<file path="src/design/hackPkg.sv">
package hackPkg;

    // Data word and address widths of the Hack machine
    typedef logic [15:0] hackWord_t;            // ALU, registers, memory contents
    typedef logic [14:0] hackAddr_t;            // Shared by data and instruction space

    // C-instruction overlay, MSB first as in the Hack spec
    typedef struct packed {
        logic       isC;                        // Set for C-instruction
        logic [1:0] pad;                        // Always ones in valid code
        logic       aSel;                       // Y operand is M, not A
        logic [5:0] comp;                       // zx nx zy ny f no
        logic [2:0] dest;                       // A D M
        logic [2:0] jump;                       // lt eq gt
    } cInstr_t;

    // ALU status flags
    typedef struct packed {
        logic zr;                               // Result is zero
        logic ng;                               // Result is negative
    } aluFlags_t;

    // Data-memory request from the CPU, 32 bits
    typedef struct packed {
        hackAddr_t addr;                        // Current A register
        hackWord_t data;                        // ALU result (outM)
        logic      we;                          // writeM
    } memReq_t;

    // Memory map boundaries
    localparam hackAddr_t SCREEN_BASE = 15'd16384;   // Screen RAM start
    localparam hackAddr_t KBD_ADDR    = 15'd24576;   // Keyboard register

endpackage
</file>
<file path="src/design/hackCpu.sv">
`timescale 1ns/1ps

module hackCpu (
    input  logic               clock,
    input  logic               rstN,
    input  hackPkg::hackWord_t instr,           // From ROM at pc
    input  hackPkg::hackWord_t inM,             // Memory read data
    output hackPkg::memReq_t   memReq,
    output hackPkg::hackAddr_t pc
);
    import hackPkg::*;

    cInstr_t   cInstr;
    hackWord_t aReg;
    hackWord_t dReg;
    hackWord_t aluY;
    hackWord_t aluOut;
    aluFlags_t flags;
    logic      isC;
    logic      loadA;
    logic      loadD;
    logic      jumpHit;
    logic      pcLoad;

    assign cInstr = cInstr_t'(instr);           // Decode view
    assign isC    = cInstr.isC;

    // ALU operand select, a-bit picks M over A
    assign aluY = cInstr.aSel ? inM : aReg;

    hackAlu alu (
        .x     (dReg),
        .y     (aluY),
        .ctl   (cInstr.comp),
        .out   (aluOut),
        .flags (flags)
    );

    // Register load enables
    assign loadA = !isC || cInstr.dest[2];      // A-instr or dest A
    assign loadD = isC && cInstr.dest[1];       // dest D

    // Jump condition against the flags of this cycle's result
    assign jumpHit = (cInstr.jump[2] && flags.ng)
                   || (cInstr.jump[1] && flags.zr)
                   || (cInstr.jump[0] && !(flags.ng || flags.zr));
    assign pcLoad  = isC && jumpHit;            // A-instr never jumps

    hackPc pcUnit (
        .clock     (clock),
        .rstN      (rstN),
        .load      (pcLoad),
        .loadValue (aReg[14:0]),                // Target is A before update
        .pc        (pc)
    );

    always_ff @(posedge clock) begin
        if (!rstN) begin
            aReg <= '0;
            dReg <= '0;
        end else begin
            if (loadA) begin
                aReg <= isC ? aluOut : instr;   // Constant load on A-instr
            end
            if (loadD) begin
                dReg <= aluOut;
            end
        end
    end

    // Memory side
    assign memReq.addr = aReg[14:0];            // addressM
    assign memReq.data = aluOut;                // outM
    assign memReq.we   = isC && cInstr.dest[0] && rstN;   // writeM, held off in reset

    // No memory write may reach the map while held in reset
    noWriteInReset: assert property (
        @(posedge clock) !rstN |-> !memReq.we
    ) else $error("Memory write requested during reset");

endmodule

</file>
<file path="src/design/hackPc.sv">
`timescale 1ns/1ps

module hackPc (
    input  logic               clock,
    input  logic               rstN,
    input  logic               load,            // Jump taken
    input  hackPkg::hackAddr_t loadValue,       // Jump target from A
    output hackPkg::hackAddr_t pc
);
    import hackPkg::*;

    hackAddr_t pcNext;

    assign pcNext = load ? loadValue : pc + 15'd1;   // Jump or step

    always_ff @(posedge clock) begin
        if (!rstN) begin
            pc <= '0;                           // Restart at address 0
        end else begin
            pc <= pcNext;
        end
    end

    // Sequential flow must step by exactly one instruction
    pcStep: assert property (
        @(posedge clock) disable iff (!rstN)
        !load |=> pc == $past(pc) + 15'd1
    ) else $error("PC did not advance by one without a jump");

endmodule

</file>
<file path="src/design/hackAlu.sv">
`timescale 1ns/1ps

module hackAlu (
    input  hackPkg::hackWord_t x,               // D operand
    input  hackPkg::hackWord_t y,               // A or M operand
    input  logic [5:0]         ctl,             // zx nx zy ny f no
    output hackPkg::hackWord_t out,
    output hackPkg::aluFlags_t flags
);
    import hackPkg::*;

    hackWord_t xZero;
    hackWord_t xNeg;
    hackWord_t yZero;
    hackWord_t yNeg;
    hackWord_t fOut;

    // X preprocessing
    assign xZero = ctl[5] ? '0 : x;             // zx
    assign xNeg  = ctl[4] ? ~xZero : xZero;     // nx

    // Y preprocessing
    assign yZero = ctl[3] ? '0 : y;             // zy
    assign yNeg  = ctl[2] ? ~yZero : yZero;     // ny

    // Function select, add or bitwise and
    assign fOut = ctl[1] ? (xNeg + yNeg) : (xNeg & yNeg);

    assign out = ctl[0] ? ~fOut : fOut;         // no

    // Status derived from final result
    assign flags.zr = (out == '0);
    assign flags.ng = out[15];                  // Sign bit

endmodule

</file>
<file path="config.mk">
export PLATFORM = sky130hd
export DESIGN_NAME = hackCpu
export DESIGN_NICKNAME = d
export VERILOG_FILES = /design/src/design/hackPkg.sv /design/src/design/hackCpu.sv /design/src/design/hackPc.sv /design/src/design/hackAlu.sv
export SDC_FILE = /design/constraint.sdc
export NUM_CORES = 1
export LEC_CHECK = 0
export BUFFER_PORTS_ARGS = -buffer_cell sky130_fd_sc_hd__buf_2
export CAP_MARGIN = 20
export CELL_PAD_IN_SITES_DETAIL_PLACEMENT = 1
export CELL_PAD_IN_SITES_GLOBAL_PLACEMENT = 1
export CORE_MARGIN = 1.5
export CORE_UTILIZATION = 45
export DETAILED_ROUTE_END_ITERATION = 10
export PLACE_DENSITY_LB_ADDON = 0.1
export SYNTH_ARGS = -nofsm -noshare
export SYNTH_HDL_FRONTEND = slang
export SYNTH_SLANG_ARGS = --single-unit
</file>
<file path="constraint.sdc">
create_clock -name clock -period 16.35 [get_ports clock]
set_input_delay 4.905 -clock clock [delete_from_list [all_inputs] [get_ports clock]]
set_output_delay 4.905 -clock clock [all_outputs]
set_load 0.005 [all_outputs]
</file>
==> results of run 1 <==
==> final timing paths <==
check,end,slack (ns),cells past startpoint
hold reg to reg,dReg[4],0.47,2
hold / removal,dReg[4],0.47,2
setup / recovery,memReq[13],2.79,15
setup reg to reg,pcUnit.pc[6],11.17,16
==> power groups by stage <==
stage,clock network (uW),registers (uW),logic [uW]
2_1_floorplan,0,135,140
3_3_place_gp,0,137,183
3_5_place_dp,0,138,189
4_1_cts,98.9,135,191
5_1_grt,104,137,212
6_report,96.7,135,191
==> routing by layer <==
| layer | vias to the layer above | GRT usage | part of all wire |
|---|---|---|---|
| met2 | 93 | 0.429 | 0.46 |
| li1 | 1925 | - | - |
| met1 | 1916 | 0.364 | 0.47 |
| met4 | 0 | 0.0878 | 0.026 |
| met5 | - | 0 | 0 |
| met3 | 25 | 0.0341 | 0.045 |
==> stage by stage <==
stage / power, uW / cell area (sq um) / std cells / util / hold slack (ns)
2_1_floorplan: 275 / 4260 / 540 / - / 0.444
3_3_place_gp: 320 / 4510 / 680 / 0.491 / 0.455
3_5_place_dp: 327 / 4510 / 680 / 0.491 / 0.462
4_1_cts: 425 / 4640 / 688 / 0.504 / 0.477
5_1_grt: 453 / 4660 / 689 / 0.506 / 0.499
6_report: 424 / 4660 / 689 / 0.506 / 0.471
==> sequential cells by signal (all words and copies together) (netlist names) <==
| signal | cells |
|---|---|
| pcUnit.pc | 15 |
| dReg | 16 |
| aReg | 16 |
==> worst register-to-register path: stages, from the launching register on <==
cell                       delay [ns]
sky130_fd_sc_hd__dfxtp_1         0.40
sky130_fd_sc_hd__mux2i_1         0.10
sky130_fd_sc_hd__nor2_1          0.14
sky130_fd_sc_hd__xor2_1          0.17
sky130_fd_sc_hd__ha_1            0.23
sky130_fd_sc_hd__inv_1           0.07
sky130_fd_sc_hd__fa_1            0.39
sky130_fd_sc_hd__nand2b_1        0.20
sky130_fd_sc_hd__a21oi_1         0.35
sky130_fd_sc_hd__o21ai_0         0.13
sky130_fd_sc_hd__a31oi_1         0.52
sky130_fd_sc_hd__and4_1          0.30
sky130_fd_sc_hd__o211ai_1        0.10
sky130_fd_sc_hd__or4_1           0.53
sky130_fd_sc_hd__nor4b_1         0.37
sky130_fd_sc_hd__o311a_1         0.82
sky130_fd_sc_hd__mux2i_1         0.28
==> cell usage after synthesis, types with 3 or more instances <==
library cell	count
sky130_fd_sc_hd__a21oi_1	17
sky130_fd_sc_hd__and2_1	3
sky130_fd_sc_hd__o211a_1	13
sky130_fd_sc_hd__nor2b_1	7
sky130_fd_sc_hd__nor3_1	8
sky130_fd_sc_hd__xnor2_1	37
sky130_fd_sc_hd__inv_1	17
sky130_fd_sc_hd__o2111ai_1	4
sky130_fd_sc_hd__nand2_1	82
sky130_fd_sc_hd__a31oi_1	3
sky130_fd_sc_hd__nor2_1	34
sky130_fd_sc_hd__mux2i_1	47
sky130_fd_sc_hd__xor2_1	25
sky130_fd_sc_hd__ha_1	17
sky130_fd_sc_hd__nand3_1	10
sky130_fd_sc_hd__nand2b_1	23
sky130_fd_sc_hd__a21boi_0	14
sky130_fd_sc_hd__o21ai_0	12
sky130_fd_sc_hd__o211ai_1	4
sky130_fd_sc_hd__clkbuf_1	23
sky130_fd_sc_hd__buf_4	18
sky130_fd_sc_hd__dfxtp_1	47
sky130_fd_sc_hd__nor3b_1	4
sky130_fd_sc_hd__buf_1	5
sky130_fd_sc_hd__and3_1	10
sky130_fd_sc_hd__a211oi_1	3
sky130_fd_sc_hd__nor4_1	3
==> logic make-up after synthesis <==
group                    count (synthesis)  synth area share
XOR/XNOR                                62             0.127
AO/OA/AOI/OAI                           92             0.164
AND/OR/NAND/NOR                        203             0.234
adder cells (fa/ha/maj)                 18            0.0546
flip-flops                              47             0.221
multiplexers                            49             0.116
buffers and inverters                   69            0.0831
==> final cells by class <==
type | instances | area, sq um | share of cell area
Clock buffer | 6 | 82.6 | 0.0177
Clock inverter | 2 | 38.8 | 0.00833
Inverter | 18 | 67.6 | 0.0145
Multi-Input combinational cell | 424 | 2970 | 0.637
Sequential cell | 47 | 941 | 0.202
Tap cell | 111 | 139 | 0.0298
Timing Repair Buffer | 81 | 420 | 0.0903
==> reports/qor.yml, run 1 <==
outcome:
  outcome: "finished, final reports clean"
power:
  worst_ir_drop_vdd_mv: 0.0467
  clockPowerShare: 0.228
  cell_internal_pwr_uw: 255
  sequential_fraction_of_design_power: 0.320
  power.net_switching_uw: 169
  power.leakage_uw: 0.00217
  switching_share: 0.398
  power.density_cell_area_nw_per_um2: 91.0
  power.combinational.fraction: 0.452
floorplan:
  initial_utilization: 0.463
  number_of_rows_in_the_core_area: 35
  die-area_sq_um: 10100
  num_io_pins: 81
  core-area_sq_um: 9200
  die_height_um: 100
  die_w_um: 100
placement:
  place.gp.congestion: 0.841
  place_worst_setup_slack_ns: 2.86
  detailed_place_hpwl_mm: 9.43
  portBuffers: 80
final_layout:
  drive_gt1_frac: 0.171
  diodes_inserted: 0
  nNetsFinal: 629
  flow.area_growth_from_synthesis_pct: 9.25
  final_cell_mix: "sky130_fd_sc_hd__nand2_1 (82), sky130_fd_sc_hd__buf_2 (80), sky130_fd_sc_hd__mux2i_1 (47), sky130_fd_sc_hd__dfxtp_1 (47), sky130_fd_sc_hd__xnor2_1 (37)"
  layout_commonest_cell: "sky130_fd_sc_hd__nand2_1"
  num-fill-cells: 1179
route:
  finalWirelength_mm: 12.9
  route.detailed.vias_per_inst: 5.75
  drcViolationCount: 0
  final_antenna_net_count: 0
  routed_wire_length_per_instance_um: 18.8
  initialDrtViolationCount: 122
  detailroute.via_count: 3959
  drt-pass1-iter-count: 4
yosys:
  post_synthesis_average_cell_area_sq_um: 7.89
  synth_enable_flop_cells: 0
  yosysSeqAreaShare: 0.221
  postSynthCellCount: 540
  synth_warnings: 0
  yosys_most_used_dff: "sky130_fd_sc_hd__dfxtp_1"
  post_synthesis_sequential_element_count: 47
  synth_top_area_share: 0.221
  synthesis.area_sq_um: 4260
  asyncSetResetFlopFracSynth: 0
  synthDistinctLibCells: 65
  post_synth_main_area_contributors: "sky130_fd_sc_hd__dfxtp_1 (22%), sky130_fd_sc_hd__mux2i_1 (11%), sky130_fd_sc_hd__xnor2_1 (7.6%)"
  postSynthNetCount: 592
  synth_top_area_cell: "sky130_fd_sc_hd__dfxtp_1"
clock_network:
  cts_resized: 0
  cts_num_sinks: 47
  postCtsSetupBuffers: 0
  cts_made_buffers: 5
  clk_pin_slew_worst_paths_ns: 0.10
  clk_latency_ns: 0.31
  clock_path_buffers: 2
  cts-hold-fix-buffers: 0
  tritoncts_clock_tree: "done"
  cts-root-buf: "sky130_fd_sc_hd__clkbuf_8"
  cts_max_level: 2
sta:
  worst_tran_pin_value_ns: 0.923
  timing.slew.headroom: 0.385
  final-hold-violation-count: 0
  period_needed_ns: 13.56
  total_setup_violations_reported_at_the_end_of_the_flow: 0
  tns_ns: 0
  finalMaxSlewViolations: 0
  final.setup_skew_ns: 0.0156
  achievable-frequency_ghz: 0.0738
  rsz0062_at_grt: "false"
  post-route-period-util: 0.829
  layout_setup_ws_ns: 2.79
worst_setup_path:
  critPathLaunch: "instr[12]"
  cp-start-kind: "input pin"
  dominant_delay_contributor_by_cell_family_on_the_critical_path: "compound AO/OA/AOI/OAI gates"
  r2r-start: "aReg[0]"
  sort_of_element_at_the_end_of_the_critical_path: "primary output"
  worst-endpoint-arrival_ns: 8.65
  crit_path_cell_trace: "buf_2, mux2i_1, nor2_1, xor2_1, ha_1, inv_1, fa_1, nand2b_1, a21oi_1, o211ai_1, a2111oi_1, nor4_1, a311oi_1, xnor2_1, buf_2"
  cp_num_buf_inv: 3
  critical_path.most_common_cell: "sky130_fd_sc_hd__buf_2"
  critPathMaxFanout: 17
  cpMaxStageDelayCell: "sky130_fd_sc_hd__a2111oi_1"
  criticalPathCategory: "input pin to primary output"
  timing.critical_path.slowest_cell_delay_ns: 0.46
  cp.required_ns: 11.44
global_route:
  grt_first_pass_wirelength_mm: 21.1
  first_global_vias: 4149
  gr-total-overflow: 0
  initial_antenna_violation_count: 0
  global_route.usage.total: 0.265
  grt_max_degree: 64
worst_hold_path:
  worst_hold_path_type: "register to register"
  worstHoldStart: "dReg[4]"
run:
  maxCapViolations: 0
(Power assumes the default switching activity.)
==> inputs of run 2 (changes only) <==
--- a/config.mk
+++ b/config.mk
@@ -10,7 +10,7 @@
 export CELL_PAD_IN_SITES_DETAIL_PLACEMENT = 1
 export CELL_PAD_IN_SITES_GLOBAL_PLACEMENT = 1
 export CORE_MARGIN = 1.5
-export CORE_UTILIZATION = 45
+export CORE_UTILIZATION = 38
 export DETAILED_ROUTE_END_ITERATION = 10
 export PLACE_DENSITY_LB_ADDON = 0.1
 export SYNTH_ARGS = -nofsm -noshare
==> constraint.sdc (replaced) <==
create_clock -name clock -period 11.4 [get_ports clock]
set_input_delay 3.42 -clock clock [delete_from_list [all_inputs] [get_ports clock]]
set_output_delay 3.42 -clock clock [all_outputs]
set_load 0.005 [all_outputs]
==> run 2 against run 1 <==
- global-route usage decreased by 3.8 points
- critical path depth shrank 1
- non-clock buffer count rose by 2
- register-to-register slack worse by 5.0 ns
- clock power increased by 24%
- count of clock-buffer cells in the layout shrank 1
- worst setup slack lost 1.8 ns
- wire length up 0.18%
- critical endpoint is now memReq[16]
- largest power group unchanged
==> reports/qor.yml, run 2 (synthesis results as in run 1) <==
worst_setup_path:
  rrSetupSlack_ns: 6.22
  timing.critical_path.slowest_cell_delay_ns: 0.51
  critPathMaxFanout: 14
  crit_path_cell_trace: "buf_2, buf_4, mux2i_1, nor2_1, xor2_1, ha_1, o211ai_2, o211a_4, o31ai_4, a41oi_1, or4b_1, and3_1, xnor2_1, buf_2"
  cp-start-kind: "input pin"
  cpMaxStageDelayCell: "sky130_fd_sc_hd__or4b_1"
  timing.reg2reg.worst_path_depth: 16
  sort_of_element_at_the_end_of_the_critical_path: "primary output"
  critical_path.most_common_cell: "sky130_fd_sc_hd__buf_2"
  worst-endpoint-arrival_ns: 7.03
  r2r-start: "aReg[0]"
  criticalPathCategory: "input pin to primary output"
  critical_path.reg2reg.endpoint: "pcUnit.pc[5]"
  cp.required_ns: 7.98
floorplan:
  die_w_um: 109
  die_height_um: 109
  num_io_pins: 81
  initial_utilization: 0.391
  die-area_sq_um: 11900
  core-area_sq_um: 10900
  number_of_rows_in_the_core_area: 38
worst_hold_path:
  worstHoldStart: "dReg[8]"
  hold-path-endpoint: "dReg[8]"
  worst_hold_path_type: "register to register"
  hold_depth: 2
power:
  worst_ir_drop_vdd_mv: 0.0546
  power.density_cell_area_nw_per_um2: 126
  power.leakage_uw: 0.00216
  totalPowerFinal_uw: 588
final_layout:
  final_cell_mix: "sky130_fd_sc_hd__nand2_1 (82), sky130_fd_sc_hd__buf_2 (80), sky130_fd_sc_hd__mux2i_1 (47), sky130_fd_sc_hd__dfxtp_1 (47), sky130_fd_sc_hd__xnor2_1 (37)"
  drive_gt1_frac: 0.174
  num-fill-cells: 1380
  diodes_inserted: 0
  nNetsFinal: 631
  layout.cell_area.non_filler_sq_um: 4670
  largest_registers: "aReg (16), dReg (16), pcUnit.pc (15)"
  flow.area_growth_from_synthesis_pct: 9.57
  layout_commonest_cell: "sky130_fd_sc_hd__nand2_1"
clock_network:
  cts-root-buf: "sky130_fd_sc_hd__clkbuf_8"
  cts_made_buffers: 5
  clk_latency_ns: 0.33
  clk_pin_slew_worst_paths_ns: 0.11
  cts-hold-fix-buffers: 0
  tritoncts_clock_tree: "done"
  cts_max_level: 2
  postCtsSetupBuffers: 0
  cts_num_sinks: 47
  cts_resized: 0
  clock_path_buffers: 2
sta:
  finalMaxSlewViolations: 0
  period_needed_ns: 10.45
  total_setup_violations_reported_at_the_end_of_the_flow: 0
  worst_tran_pin_value_ns: 0.983
  final-hold-violation-count: 0
  rsz0062_at_grt: "false"
  tns_ns: 0
  timing.slew.headroom: 0.344
  achievable-frequency_ghz: 0.0957
  layout_setup_ws_ns: 0.952
  fin_hold_ws_ns: 0.473
  post-route-period-util: 0.916
  final.setup_skew_ns: 0.00703
placement:
  placement.cell_area_sq_um: 4570
  place_worst_setup_slack_ns: 1.00
  place.gp.congestion: 0.890
  detailed_place_hpwl_mm: 9.73
  portBuffers: 80
global_route:
  global_route.usage.total: 0.227
  grt_first_pass_wirelength_mm: 20.9
  first_global_vias: 3957
  initial_antenna_violation_count: 0
  grt_max_degree: 64
  gr-total-overflow: 0
route:
  route.detailed.vias_per_inst: 5.40
  detailroute.via_count: 3888
  initialDrtViolationCount: 151
  drcViolationCount: 0
  drt-pass1-iter-count: 4
  routed_wire_length_per_instance_um: 18.0
  finalWirelength_mm: 13.0
  final_antenna_net_count: 0
run:
  maxCapViolations: 0
outcome:
  outcome: "finished, final reports clean"
==> run 2: cell types whose count changed in the layout (fill, tap and decap cells not counted), sizes merged <==
cell	previous run	this run
buf	81	83
bufinv	1	0
clkbuf	6	5
clkinvlp	0	1
inv	19	20
==> run 2: worst max-delay path by stage <==
stage	startpoint	endpoint	slack (ns)	depth (start not counted)
2_1_floorplan	instr[12]	memReq[16]	1.36	13
3_3_place_gp	instr[12]	memReq[16]	1.09	14
3_5_place_dp	instr[12]	memReq[16]	1.00	14
4_1_cts	instr[12]	memReq[16]	0.97	14
5_1_grt	instr[12]	memReq[16]	0.72	14
6_report	instr[12]	memReq[16]	0.95	14
==> run 2: final cells by class <==
type / instances / area [sq um] / share of cell area
Timing Repair Buffer: 83 / 423 / 0.0906
Multi-Input combinational cell: 424 / 2970 / 0.635
Tap cell: 140 / 175 / 0.0375
Clock buffer: 5 / 68.8 / 0.0147
Inverter: 18 / 67.6 / 0.0145
Sequential cell: 47 / 941 / 0.202
Clock inverter: 3 / 27.5 / 0.00589
==> run 2: metal layers <==
metal / routed length [um] / global-route usage / up-vias / part of all wire
met4: 170 / 0.0555 / 0 / 0.013
met5: 0 / 0 / - / 0
met3: 391 / 0.0323 / 13 / 0.030
met1: 6580 / 0.317 / 1880 / 0.51
met2: 5810 / 0.367 / 73 / 0.45
li1: - / - / 1922 / -
==> run 2: per-stage QoR <==
step / std cells / util
after CTS: 720 / 0.429
after global placement: 712 / 0.420
after detailed placement: 712 / 0.420
after global routing: 720 / 0.429
final: 720 / 0.429
after floorplan: 540 / -
==> run 2: critical path: cells and delay by family <==
kind	cells	cell delay, ns
adders and majority gates	1	0.39
AOI/OAI and AO/OA	4	1.05
muxes	1	0.24
xor gates and xnor gates	2	0.56
and+or+nand+nor	3	0.76
buffers and inverters	3	0.60
==> run 2: power breakdown <==
part | internal [uW] | switching [uW] | leakage [uW] | total, uW
logic | 113 | 159 | 0.00173 | 273
clock network | 45.7 | 74.4 | 0.0000467 | 120
registers | 180 | 15.0 | 0.000386 | 195
total | 339 | 249 | 0.00216 | 588
